[config.mk]
export PLATFORM = sky130hd
export DESIGN_NAME = miniCore
export DESIGN_NICKNAME = d
export VERILOG_FILES = /design/src/rtl/coreTypes.sv /design/src/rtl/pipeBus.sv /design/src/rtl/miniCore.sv /design/src/rtl/resultStage.sv /design/src/rtl/executeStage.sv /design/src/rtl/decodeStage.sv /design/src/rtl/fetchUnit.sv /design/src/rtl/aluUnit.sv
export SDC_FILE = /design/constraint.sdc
export NUM_CORES = 1
export LEC_CHECK = 0
export ABC_AREA = 1
export ABC_CLOCK_PERIOD_IN_PS = 4300
export BUFFER_PORTS_ARGS = -buffer_cell sky130_fd_sc_hd__buf_4
export CAP_MARGIN = 0
export CORE_ASPECT_RATIO = 2
export CORE_MARGIN = 2
export CORE_UTILIZATION = 50
export DETAILED_ROUTE_END_ITERATION = 7
export PLACE_DENSITY = 0.69
export SYNTH_ARGS = -nofsm -noshare
export SYNTH_HDL_FRONTEND = slang
export SYNTH_SLANG_ARGS = --single-unit
[constraint.sdc]
create_clock -name clk -period 4.3 [get_ports clk]
set_input_delay 1.075 -clock clk [delete_from_list [all_inputs] [get_ports clk]]
set_output_delay 1.075 -clock clk [all_outputs]
set_load 0.1 [all_outputs]
[src/rtl/coreTypes.sv]
// ~~~~~~~~~~~~~~~~~~~~~~~~~~~~~~~~~~~~~~~~~~~~~~~~~~~~~~~~~~~~~~~~~~~~~~~~~
// Shared widths, opcode and ALU encodings and instruction field positions
// for the three-stage core. Imported by every stage and by both pipe buses
// ~~~~~~~~~~~~~~~~~~~~~~~~~~~~~~~~~~~~~~~~~~~~~~~~~~~~~~~~~~~~~~~~~~~~~~~~~
`default_nettype none

package coreTypes;

   localparam int dataWidth    = 16;   // Data and instruction word
   localparam int regAddrWidth = 3;    // 8 registers, r0 hardwired zero

   // Field positions, given as msb plus width
   localparam int opMsb      = 15;
   localparam int opWidth    = 5;
   localparam int rsMsb      = 10;     // Source for R, ADDI and branch
   localparam int rtMsb      = 7;      // Second source, R-format only
   localparam int rdRegMsb   = 4;      // R-format destination
   localparam int rdImmMsb   = 7;      // ADDI destination
   localparam int immIWidth  = 5;      // ADDI immediate, bits 4..0
   localparam int brOffWidth = 8;      // Branch offset, bits 7..0
   localparam int jOffWidth  = 11;     // Jump offset, bits 10..0

   // Unlisted codes decode as NOP
   typedef enum logic [opWidth-1:0] {
      OP_HALT = 5'b00000,
      OP_NOP  = 5'b00001,
      OP_J    = 5'b00100,
      OP_ADDI = 5'b01000,
      OP_BEQZ = 5'b01100,
      OP_BNEZ = 5'b01101,
      OP_BLTZ = 5'b01110,
      OP_BGEZ = 5'b01111,
      OP_ADD  = 5'b11000,
      OP_SUB  = 5'b11001,   // rd = rs - rt
      OP_AND  = 5'b11010,
      OP_OR   = 5'b11011,
      OP_XOR  = 5'b11100
   } opcodeT;

   typedef enum logic [2:0] {
      ALU_ADD,
      ALU_SUB,
      ALU_AND,
      ALU_OR,
      ALU_XOR,
      ALU_PASSA     // Branch test value and don't-care ops
   } aluOpT;

endpackage

`default_nettype wire
[src/rtl/pipeBus.sv]
// ~~~~~~~~~~~~~~~~~~~~~~~~~~~~~~~~~~~~~~~~~~~~~~~~~~~~~~~~~~~~~~~~~~~~~~~~~
// Pipeline register bundles between stages. decExBus carries ID/EX,
// exResBus carries EX/RES plus the write-back port into the register file
// ~~~~~~~~~~~~~~~~~~~~~~~~~~~~~~~~~~~~~~~~~~~~~~~~~~~~~~~~~~~~~~~~~~~~~~~~~
`timescale 1ns/1ns
`default_nettype none

interface decExBus;
   import coreTypes::*;

   logic                    valid;
   opcodeT                  op;
   aluOpT                   aluOp;
   logic [regAddrWidth-1:0] rsIdx, rtIdx;    // Kept for forwarding compares
   logic [dataWidth-1:0]    rsData, rtData;
   logic [regAddrWidth-1:0] rdIdx;
   logic                    regWrite;
   logic                    useImm;          // ALU B from imm instead of rt
   logic [dataWidth-1:0]    imm;             // Already sign extended
   logic [dataWidth-1:0]    nextPc;          // Branch base

   modport dec (output valid, op, aluOp, rsIdx, rtIdx, rsData, rtData,
                rdIdx, regWrite, useImm, imm, nextPc);
   modport ex  (input  valid, op, aluOp, rsIdx, rtIdx, rsData, rtData,
                rdIdx, regWrite, useImm, imm, nextPc);
endinterface

interface exResBus;
   import coreTypes::*;

   logic                    valid;           // Never set for NOP
   logic [regAddrWidth-1:0] rdIdx;
   logic                    regWrite;
   logic [dataWidth-1:0]    result;
   logic                    isHalt;
   logic                    wrEn;            // Write-back, driven by result stage
   logic [regAddrWidth-1:0] wrIdx;
   logic [dataWidth-1:0]    wrData;

   modport ex  (output valid, rdIdx, regWrite, result, isHalt);
   modport res (input valid, rdIdx, regWrite, result, isHalt,
                output wrEn, wrIdx, wrData);
   modport wb  (input wrEn, wrIdx, wrData);
endinterface

`default_nettype wire

[src/rtl/miniCore.sv]
// ~~~~~~~~~~~~~~~~~~~~~~~~~~~~~~~~~~~~~~~~~~~~~~~~~~~~~~~~~~~~~~~~~~~~~~~~~
// Top level of the three-stage core. Wishbone read master for instructions
// and a retire report port; resetPc sets the first fetch address
// ~~~~~~~~~~~~~~~~~~~~~~~~~~~~~~~~~~~~~~~~~~~~~~~~~~~~~~~~~~~~~~~~~~~~~~~~~
`timescale 1ns/1ns
`default_nettype none

module miniCore #(
   parameter logic [coreTypes::dataWidth-1:0] resetPc = '0
) (
   input  logic                               clk,
   input  logic                               reset,
   input  logic [coreTypes::dataWidth-1:0]    wbDatIn,
   input  logic                               wbAck,
   output logic                               wbCyc,
   output logic                               wbStb,
   output logic [coreTypes::dataWidth-1:0]    wbAdr,
   output logic                               retireValid,
   output logic [coreTypes::regAddrWidth-1:0] retireReg,
   output logic [coreTypes::dataWidth-1:0]    retireData,
   output logic                               halted
);
   import coreTypes::*;

   logic                 instValid;
   logic [dataWidth-1:0] instWord, instPc;
   logic                 redirect, haltSeen;
   logic [dataWidth-1:0] redirectPc;
   logic                 flush;         // Kill younger work, stop fetching

   assign flush = redirect || haltSeen;

   decExBus decEx ();
   exResBus exRes ();

   fetchUnit #(.resetPc(resetPc)) fetch (
      .clk        (clk),
      .reset      (reset),
      .wbDatIn    (wbDatIn),
      .wbAck      (wbAck),
      .redirect   (redirect),
      .redirectPc (redirectPc),
      .stop       (flush),
      .wbCyc      (wbCyc),
      .wbStb      (wbStb),
      .wbAdr      (wbAdr),
      .instValid  (instValid),
      .instWord   (instWord),
      .instPc     (instPc)
   );

   decodeStage decode (
      .clk       (clk),
      .reset     (reset),
      .instValid (instValid),
      .instWord  (instWord),
      .instPc    (instPc),
      .flush     (flush),
      .decEx     (decEx.dec),
      .wb        (exRes.wb)
   );

   executeStage execute (
      .clk        (clk),
      .reset      (reset),
      .decEx      (decEx.ex),
      .exRes      (exRes.ex),
      .redirect   (redirect),
      .redirectPc (redirectPc),
      .haltSeen   (haltSeen)
   );

   resultStage result (
      .clk         (clk),
      .reset       (reset),
      .exRes       (exRes.res),
      .retireValid (retireValid),
      .retireReg   (retireReg),
      .retireData  (retireData),
      .halted      (halted)
   );

endmodule

`default_nettype wire

[src/rtl/resultStage.sv]
// ~~~~~~~~~~~~~~~~~~~~~~~~~~~~~~~~~~~~~~~~~~~~~~~~~~~~~~~~~~~~~~~~~~~~~~~~~
// Result stage. Drives the register file write port, reports each retired
// instruction and holds the sticky halted flag
// ~~~~~~~~~~~~~~~~~~~~~~~~~~~~~~~~~~~~~~~~~~~~~~~~~~~~~~~~~~~~~~~~~~~~~~~~~
`timescale 1ns/1ns
`default_nettype none

module resultStage (
   input  logic                               clk,
   input  logic                               reset,
   exResBus.res                               exRes,
   output logic                               retireValid,
   output logic [coreTypes::regAddrWidth-1:0] retireReg,
   output logic [coreTypes::dataWidth-1:0]    retireData,
   output logic                               halted
);

   // File writes at the end of this cycle
   assign exRes.wrEn   = exRes.valid && exRes.regWrite && (exRes.rdIdx != '0);
   assign exRes.wrIdx  = exRes.rdIdx;
   assign exRes.wrData = exRes.result;

   assign retireValid = exRes.valid;   // NOPs already dropped in execute
   assign retireReg   = exRes.rdIdx;
   assign retireData  = exRes.result;

   always_ff @(posedge clk) begin
      if (reset)
         halted <= 1'b0;
      else if (exRes.valid && exRes.isHalt)
         halted <= 1'b1;               // Stays until reset
   end

   // Flush and fetch stop must leave nothing behind the HALT
   quietAfterHalt: assert property (@(posedge clk) disable iff (reset)
      halted |-> !retireValid);

endmodule

`default_nettype wire

[src/rtl/executeStage.sv]
// ~~~~~~~~~~~~~~~~~~~~~~~~~~~~~~~~~~~~~~~~~~~~~~~~~~~~~~~~~~~~~~~~~~~~~~~~~
// Execute stage with forwarding from EX/RES, the ALU, branch and jump
// resolution and the EX/RES register. Redirect is combinational this cycle
// ~~~~~~~~~~~~~~~~~~~~~~~~~~~~~~~~~~~~~~~~~~~~~~~~~~~~~~~~~~~~~~~~~~~~~~~~~
`timescale 1ns/1ns
`default_nettype none

module executeStage (
   input  logic                            clk,
   input  logic                            reset,
   decExBus.ex                             decEx,
   exResBus.ex                             exRes,
   output logic                            redirect,
   output logic [coreTypes::dataWidth-1:0] redirectPc,
   output logic                            haltSeen
);
   import coreTypes::*;

   logic                 fwdLive;             // EX/RES holds a real write
   logic [dataWidth-1:0] opA, opB, aluB, aluOut;
   logic                 branchTaken;

   // Only one stage to forward from, older results are already in the file
   assign fwdLive = exRes.valid && exRes.regWrite && (exRes.rdIdx != '0);
   assign opA  = (fwdLive && exRes.rdIdx == decEx.rsIdx) ? exRes.result : decEx.rsData;
   assign opB  = (fwdLive && exRes.rdIdx == decEx.rtIdx) ? exRes.result : decEx.rtData;
   assign aluB = decEx.useImm ? decEx.imm : opB;

   aluUnit alu (
      .inA (opA),
      .inB (aluB),
      .op  (decEx.aluOp),
      .out (aluOut)
   );

   always_comb begin
      case (decEx.op)
         OP_BEQZ: branchTaken = (aluOut == '0);
         OP_BNEZ: branchTaken = (aluOut != '0);
         OP_BLTZ: branchTaken = aluOut[dataWidth-1];    // Negative
         OP_BGEZ: branchTaken = !aluOut[dataWidth-1];
         default: branchTaken = 1'b0;
      endcase
   end

   assign redirect   = decEx.valid && (branchTaken || decEx.op == OP_J);
   assign redirectPc = decEx.nextPc + decEx.imm;        // Same adder for J
   assign haltSeen   = decEx.valid && (decEx.op == OP_HALT);

   always_ff @(posedge clk) begin
      if (reset)
         exRes.valid <= 1'b0;
      else
         exRes.valid <= decEx.valid && (decEx.op != OP_NOP);   // NOPs vanish here
   end

   always_ff @(posedge clk) begin
      exRes.rdIdx    <= decEx.rdIdx;
      exRes.regWrite <= decEx.regWrite;
      exRes.result   <= decEx.regWrite ? aluOut : '0;  // Zero for branch, J, HALT
      exRes.isHalt   <= (decEx.op == OP_HALT);
   end

   // A redirect always kills the word decode holds this cycle
   redirectFlush: assert property (@(posedge clk) disable iff (reset)
      redirect |=> !decEx.valid);

endmodule

`default_nettype wire

[src/rtl/decodeStage.sv]
// ~~~~~~~~~~~~~~~~~~~~~~~~~~~~~~~~~~~~~~~~~~~~~~~~~~~~~~~~~~~~~~~~~~~~~~~~~
// Decode stage with the 8-entry register file. Decodes one word per
// instValid pulse into the ID/EX register; flush kills the word in decode
// ~~~~~~~~~~~~~~~~~~~~~~~~~~~~~~~~~~~~~~~~~~~~~~~~~~~~~~~~~~~~~~~~~~~~~~~~~
`timescale 1ns/1ns
`default_nettype none

module decodeStage (
   input  logic                            clk,
   input  logic                            reset,
   input  logic                            instValid,
   input  logic [coreTypes::dataWidth-1:0] instWord,
   input  logic [coreTypes::dataWidth-1:0] instPc,
   input  logic                            flush,
   decExBus.dec                            decEx,
   exResBus.wb                             wb
);
   import coreTypes::*;

   logic [dataWidth-1:0]    regFile [1 << regAddrWidth];
   logic [opWidth-1:0]      rawOp;
   opcodeT                  op;
   aluOpT                   aluOp;
   logic                    regWrite, useImm;
   logic [regAddrWidth-1:0] rsIdx, rtIdx, rdIdx;
   logic [dataWidth-1:0]    rsData, rtData, imm, nextPc;

   assign rawOp  = instWord[opMsb -: opWidth];
   assign rsIdx  = instWord[rsMsb -: regAddrWidth];
   assign rtIdx  = instWord[rtMsb -: regAddrWidth];
   assign nextPc = instPc + 1'b1;

   // r0 reads zero, a same-cycle write is seen at once
   assign rsData = (rsIdx == '0) ? '0 :
                   (wb.wrEn && wb.wrIdx == rsIdx) ? wb.wrData : regFile[rsIdx];
   assign rtData = (rtIdx == '0) ? '0 :
                   (wb.wrEn && wb.wrIdx == rtIdx) ? wb.wrData : regFile[rtIdx];

   always_comb begin
      case (rawOp)
         OP_HALT, OP_J, OP_ADDI, OP_BEQZ, OP_BNEZ, OP_BLTZ, OP_BGEZ,
         OP_ADD, OP_SUB, OP_AND, OP_OR, OP_XOR: op = opcodeT'(rawOp);
         default: op = OP_NOP;                 // Unused codes
      endcase
   end

   always_comb begin
      regWrite = 1'b0;
      useImm   = 1'b0;
      rdIdx    = '0;                           // Non-writers retire as r0
      imm      = '0;
      case (op)
         OP_ADD, OP_SUB, OP_AND, OP_OR, OP_XOR: begin
            regWrite = 1'b1;
            rdIdx    = instWord[rdRegMsb -: regAddrWidth];
         end
         OP_ADDI: begin
            regWrite = 1'b1;
            useImm   = 1'b1;
            rdIdx    = instWord[rdImmMsb -: regAddrWidth];
            imm = {{(dataWidth-immIWidth){instWord[immIWidth-1]}}, instWord[immIWidth-1:0]};
         end
         OP_BEQZ, OP_BNEZ, OP_BLTZ, OP_BGEZ:
            imm = {{(dataWidth-brOffWidth){instWord[brOffWidth-1]}},
                   instWord[brOffWidth-1:0]};
         OP_J:
            imm = {{(dataWidth-jOffWidth){instWord[jOffWidth-1]}}, instWord[jOffWidth-1:0]};
         default: ;
      endcase
   end

   always_comb begin
      case (op)
         OP_ADD, OP_ADDI: aluOp = ALU_ADD;
         OP_SUB:          aluOp = ALU_SUB;
         OP_AND:          aluOp = ALU_AND;
         OP_OR:           aluOp = ALU_OR;
         OP_XOR:          aluOp = ALU_XOR;
         default:         aluOp = ALU_PASSA;   // Branches test rs as is
      endcase
   end

   always_ff @(posedge clk) begin
      if (wb.wrEn)
         regFile[wb.wrIdx] <= wb.wrData;
   end

   always_ff @(posedge clk) begin
      if (reset)
         decEx.valid <= 1'b0;
      else
         decEx.valid <= instValid && !flush;   // Younger than a redirect or HALT
   end

   always_ff @(posedge clk) begin
      decEx.op       <= op;
      decEx.aluOp    <= aluOp;
      decEx.rsIdx    <= rsIdx;
      decEx.rtIdx    <= rtIdx;
      decEx.rsData   <= rsData;
      decEx.rtData   <= rtData;
      decEx.rdIdx    <= rdIdx;
      decEx.regWrite <= regWrite;
      decEx.useImm   <= useImm;
      decEx.imm      <= imm;
      decEx.nextPc   <= nextPc;
   end

endmodule

`default_nettype wire

[src/rtl/fetchUnit.sv]
// ~~~~~~~~~~~~~~~~~~~~~~~~~~~~~~~~~~~~~~~~~~~~~~~~~~~~~~~~~~~~~~~~~~~~~~~~~
// Instruction fetch as a Wishbone classic read master. One word buffered,
// handed to decode as a one-cycle instValid pulse. Redirect drops stale words
// ~~~~~~~~~~~~~~~~~~~~~~~~~~~~~~~~~~~~~~~~~~~~~~~~~~~~~~~~~~~~~~~~~~~~~~~~~
`timescale 1ns/1ns
`default_nettype none

module fetchUnit #(
   parameter logic [coreTypes::dataWidth-1:0] resetPc = '0
) (
   input  logic                             clk,
   input  logic                             reset,
   input  logic [coreTypes::dataWidth-1:0]  wbDatIn,
   input  logic                             wbAck,
   input  logic                             redirect,
   input  logic [coreTypes::dataWidth-1:0]  redirectPc,
   input  logic                             stop,       // Redirect or HALT in execute
   output logic                             wbCyc,
   output logic                             wbStb,
   output logic [coreTypes::dataWidth-1:0]  wbAdr,
   output logic                             instValid,
   output logic [coreTypes::dataWidth-1:0]  instWord,
   output logic [coreTypes::dataWidth-1:0]  instPc
);
   import coreTypes::*;

   typedef enum logic [1:0] {FETCH_IDLE, FETCH_REQ, FETCH_DISCARD} fetchStateT;

   fetchStateT           state;
   logic [dataWidth-1:0] pc;
   logic [dataWidth-1:0] reqAdr;    // Held for the whole bus cycle
   logic                 stopped;   // Sticky after HALT

   assign wbCyc = (state != FETCH_IDLE);
   assign wbStb = wbCyc;             // Classic, no pipelining
   assign wbAdr = reqAdr;

   always_ff @(posedge clk) begin
      if (reset) begin
         state     <= FETCH_IDLE;
         pc        <= resetPc;
         stopped   <= 1'b0;
         instValid <= 1'b0;
      end else begin
         instValid <= 1'b0;                    // One-cycle pulse, decode never stalls
         if (stop && !redirect)
            stopped <= 1'b1;                   // Only HALT stops without redirect
         if (redirect)
            pc <= redirectPc;
         case (state)
            FETCH_IDLE: begin
               if (!stop && !stopped)
                  state <= FETCH_REQ;
            end
            FETCH_REQ: begin
               if (wbAck) begin
                  state <= FETCH_IDLE;
                  if (!stop) begin             // Word still on the right path
                     instValid <= 1'b1;
                     pc        <= pc + 1'b1;
                  end
               end else if (stop) begin
                  state <= FETCH_DISCARD;      // Let the cycle finish, drop the word
               end
            end
            FETCH_DISCARD: begin
               if (wbAck)
                  state <= FETCH_IDLE;
            end
            default: state <= FETCH_IDLE;
         endcase
      end
   end

   always_ff @(posedge clk) begin
      if (state == FETCH_IDLE)
         reqAdr <= pc;                         // Latched as the cycle starts
      if (state == FETCH_REQ && wbAck) begin
         instWord <= wbDatIn;
         instPc   <= reqAdr;
      end
   end

   // Address and strobe hold until the slave acks
   adrStable: assert property (@(posedge clk) disable iff (reset)
      (wbStb && !wbAck) |=> (wbStb && $stable(wbAdr)));

endmodule

`default_nettype wire

[src/rtl/aluUnit.sv]
// ~~~~~~~~~~~~~~~~~~~~~~~~~~~~~~~~~~~~~~~~~~~~~~~~~~~~~~~~~~~~~~~~~~~~~~~~~
// Combinational 16-bit ALU used by the execute stage. Pass-A feeds the
// branch zero and sign tests
// ~~~~~~~~~~~~~~~~~~~~~~~~~~~~~~~~~~~~~~~~~~~~~~~~~~~~~~~~~~~~~~~~~~~~~~~~~
`timescale 1ns/1ns
`default_nettype none

module aluUnit (
   input  logic [coreTypes::dataWidth-1:0] inA,
   input  logic [coreTypes::dataWidth-1:0] inB,
   input  coreTypes::aluOpT                op,
   output logic [coreTypes::dataWidth-1:0] out
);
   import coreTypes::*;

   always_comb begin
      case (op)
         ALU_ADD:   out = inA + inB;    // Wraps, no overflow flag
         ALU_SUB:   out = inA - inB;
         ALU_AND:   out = inA & inB;
         ALU_OR:    out = inA | inB;
         ALU_XOR:   out = inA ^ inB;
         ALU_PASSA: out = inA;
         default:   out = '0;
      endcase
   end

endmodule

`default_nettype wire

==> metrics.txt <==
share of the synthesized area in the top cell type 0.3398; termination of the worst setup path fetch.pc[4]; critical path peak fanout 6; area of the mapped netlist 15550 um2; mean number of vias per cell 5.679; capture point of the worst reg-to-reg path fetch.pc[4]; Crit path largest cell delay 390 ps; internal power 0.005053 W; Initial Util 0.5059; vias after detailed routing 13700; Congestion Overflow GR 0; number of placed cells counting well taps 2343; max-cap check violation count 0; Reg-to-Reg Start execute.exRes.rdIdx[1]; antenna-violating nets left 0; Cell Pwr Density 374.2 nW/um2; switching part of the total 0.2863; pin count of the biggest net entering global routing 76; Critical Path Start Type register; number of buffers added by the clock tree synthesis step 27; H-Tree Depth 1; worst-case register-to-register setup slack -520 ps; RSZ-0062 raised after global routing true; GRT busiest layer met2; share of power burned in combinational logic 0.183; Total Power 0.007080 W; number of buffer cells added on primary ports 57; Arrival @ worst endpoint 5320 ps; crit path launch execute.exRes.rdIdx[1]; Core Box Area 30740 um2; Row Count 91; sequential share of the synthesized area 0.4968; estimated wirelength of the detail-placed design 34460 um; R2R cell count 41; clock transition time at the flip-flop clock pins of the worst setup and hold paths 70 ps; fillcell total 2658; leading post-synthesis cells by cell area sky130_fd_sc_hd__edfxtp_1, sky130_fd_sc_hd__dfxtp_1, sky130_fd_sc_hd__nand2_1, sky130_fd_sc_hd__o21ai_0, sky130_fd_sc_hd__nor2_1; RePlAce Congestion 0.9025; status finished, violations left; type of the setup path with the least slack register to register; Clock Skews 8.630 ps; count of antenna diodes in the layout 0; GR met3 Demand/Resource 0.02895; Synth Register Bits 298; Post-Syn Area per Cell 8.584 um2; floorplan die height 253.4 um; Setup-failing EPs final 20; Max clock buf depth 3; worst-case hold slack 325.6 ps; Lkg Pwr 8.393 nW; Hold Buf Count CTS 0; final worst path period need 4820 ps; maximum operating frequency 207.5 MHz; hold violation count in the final report 0; global-route wire length before repair 72240 um; Hold Crit Class register to register; share of synthesized flip-flops with an asynchronous set or reset 0; setup ws final -520.2 ps; peak ir drop on the vdd network 0.0003955 V; DRC violations left 0; total wire length 47230 um; Post-Syn Instances 1812; overall die area 32620 um2; Unique masters post-synth 49; initial antenna violation count 0; wire length per cell after detailed routing 19.57 um; Top-Level Pins 58; Final period util 1.121; library cell used as clock root buffer sky130_fd_sc_hd__clkbuf_16; number of optimization iterations in the first detailed-route pass 6; failing checks negative setup slack; GRT Resource Usage Total 0.2878; count of routing violations after the opening detailed-route iteration 1044; number of flops mapped to enable cells by yosys 176; Critical Path End Type register; Yosys top cell by area sky130_fd_sc_hd__edfxtp_1; TNS Setup -9632 ps; worst slew margin relative to its limit 0.4320; worst-skew pair later-pin latency 560 ps; vias in the first global route 13890; CP dominant cell by count sky130_fd_sc_hd__nand2_2; met2 usage 0.5729; proportion of layout cells with a drive suffix above 1 0.1994; actual transition at the worst max-transition pin 852.1 ps; crit path max-delay cell type sky130_fd_sc_hd__dfxtp_4; net switching power 0.002027 W; Clock power frac 0.365; primary flip-flop cell chosen by synthesis mapping sky130_fd_sc_hd__edfxtp_1; Die X-Extent 128.7 um; CTS tree done; met1 demand-to-capacity share in global routing 0.2678; net count of the finished layout 2107; required time of the critical path 4800 ps; non-filler instance count after layout 2413; Area growth syn-to-layout 21.66%; TritonCTS Sinks 298; sequential share of power 0.452; total count of max-transition violations in the final report 0; Yosys warnings 0
per-layer routing:
layer | up-vias | part of all wire
li1 | 6537 | -
met1 | 6474 | 0.33
met2 | 501 | 0.56
met3 | 191 | 0.042
met4 | 0 | 0.068
met5 | - | 0
state kept, by name (all words and copies together) (netlist names), 5 cells and up:
name and cells:
decode.decEx.nextPc 16, decode.decEx.rsData 16, fetch.instPc 16, decode.regFile 128
decode.decEx.op 5, decode.decEx.imm 11, decode.decEx.rtData 16, fetch.instWord 16
fetch.wbAdr 16, fetch.pc 16, execute.exRes.result 16
Yosys cell counts, types with 8 or more instances:
| cell type | n |
|---|---|
| sky130_fd_sc_hd__nand3b_1 | 9 |
| sky130_fd_sc_hd__o221ai_1 | 9 |
| sky130_fd_sc_hd__nand2_1 | 305 |
| sky130_fd_sc_hd__edfxtp_1 | 176 |
| sky130_fd_sc_hd__xnor2_1 | 10 |
| sky130_fd_sc_hd__nand3_1 | 98 |
| sky130_fd_sc_hd__nor3_1 | 16 |
| sky130_fd_sc_hd__ha_1 | 66 |
| sky130_fd_sc_hd__inv_2 | 8 |
| sky130_fd_sc_hd__a221oi_1 | 18 |
| sky130_fd_sc_hd__dfxtp_1 | 122 |
| sky130_fd_sc_hd__xor2_1 | 47 |
| sky130_fd_sc_hd__o22ai_1 | 47 |
| sky130_fd_sc_hd__o21ai_1 | 16 |
| sky130_fd_sc_hd__clkbuf_1 | 59 |
| sky130_fd_sc_hd__a211oi_1 | 10 |
| sky130_fd_sc_hd__nor2_1 | 221 |
| sky130_fd_sc_hd__nand4_1 | 10 |
| sky130_fd_sc_hd__a31oi_1 | 13 |
| sky130_fd_sc_hd__a21oi_1 | 102 |
| sky130_fd_sc_hd__o21ai_0 | 178 |
| sky130_fd_sc_hd__inv_1 | 194 |
| sky130_fd_sc_hd__or2_2 | 11 |
what timing repair did:
item / in CTS / in global routing
hold endpoints to repair: 0 / 0
endpoints found under the setup margin: 20 / 20
gates cloned: 2 / 1
pin swaps: 21 / 44
resized for setup: 31 / 55
buffers inserted: 13 / 5
worst min path at each step:
stage | from | end | slack [ps] | depth (start not counted)
CTS | decode.decEx.rdIdx[1] | execute.exRes.rdIdx[1] | 330 | 0
global route | decode.decEx.rdIdx[2] | execute.exRes.rdIdx[2] | 330 | 0
global placement | decode.decEx.rdIdx[1] | execute.exRes.rdIdx[1] | 310 | 0
finish | decode.decEx.rdIdx[1] | execute.exRes.rdIdx[1] | 330 | 0
detailed placement | decode.decEx.rdIdx[1] | execute.exRes.rdIdx[1] | 310 | 0
floorplan | decode.decEx.rdIdx[0] | execute.exRes.rdIdx[0] | 310 | 0
power groups by stage:
stage / sequential [W] / clock [W] / combinational (W)
6_report: 0.00320 / 0.00258 / 0.00130
5_1_grt: 0.00321 / 0.00270 / 0.00140
4_1_cts: 0.00320 / 0.00262 / 0.00125
3_5_place_dp: 0.00326 / 0 / 0.00121
3_3_place_gp: 0.00326 / 0 / 0.00118
2_1_floorplan: 0.00342 / 0 / 0.000611
cell usage in the layout, fill, tap and decap left out, types with 10 or more instances in the layout:
cell / count
sky130_fd_sc_hd__nand2_2: 28
sky130_fd_sc_hd__ha_1: 65
sky130_fd_sc_hd__a21oi_1: 99
sky130_fd_sc_hd__a221oi_1: 17
sky130_fd_sc_hd__xnor2_1: 10
sky130_fd_sc_hd__dfxtp_1: 116
sky130_fd_sc_hd__clkbuf_16: 31
sky130_fd_sc_hd__nand4_1: 10
sky130_fd_sc_hd__nand2_1: 280
sky130_fd_sc_hd__inv_2: 10
sky130_fd_sc_hd__edfxtp_1: 176
sky130_fd_sc_hd__xor2_1: 47
sky130_fd_sc_hd__o21ai_1: 20
sky130_fd_sc_hd__a31oi_1: 12
sky130_fd_sc_hd__inv_1: 190
sky130_fd_sc_hd__a211oi_1: 10
sky130_fd_sc_hd__nor2_2: 13
sky130_fd_sc_hd__nand3_1: 88
sky130_fd_sc_hd__o21ai_2: 10
sky130_fd_sc_hd__nor3_1: 14
sky130_fd_sc_hd__nor2_1: 204
sky130_fd_sc_hd__buf_4: 230
sky130_fd_sc_hd__o22ai_1: 47
sky130_fd_sc_hd__o21ai_0: 169
sky130_fd_sc_hd__conb_1: 16
sky130_fd_sc_hd__nand3_2: 12
layout make-up:
cell class	count	area (um2)	share of cell area
inverters	205	774.5	0.04093
repair buffers	242	1938	0.1024
clock inverters	15	148.9	0.007869
well taps	372	465.4	0.02460
clock buffers	35	809.5	0.04278
flip-flops and latches	298	7745	0.4093
multi-input cells	1246	7041	0.3721
logic make-up after synthesis:
logic type,share of synthesized area
simple gates,0.1888
compound gates,0.1513
flops,0.4968
buf+inv,0.07296
fa+ha+maj,0.05567
xor+xnor,0.03419
other cells,0.0002411
critical path, delay by kind of cell (launching register included):
family	cells	cell delay, ps
fa+ha+maj	2	500
compound gates	3	300
xor+xnor	1	140
flops	1	390
simple gates	30	2830
buf+inv	5	580
per-stage QoR:
stage	utilization	cell area (um2)	setup WS, ps
2_1_floorplan	-	15710	-459.4
3_3_place_gp	0.5695	17510	-863.0
3_5_place_dp	0.5695	17510	-907.8
4_1_cts	0.6086	18710	-469.7
5_1_grt	0.6155	18920	-810.3
6_report	0.6155	18920	-520.2
No activity file was read; power rests on OpenSTA's default activity.
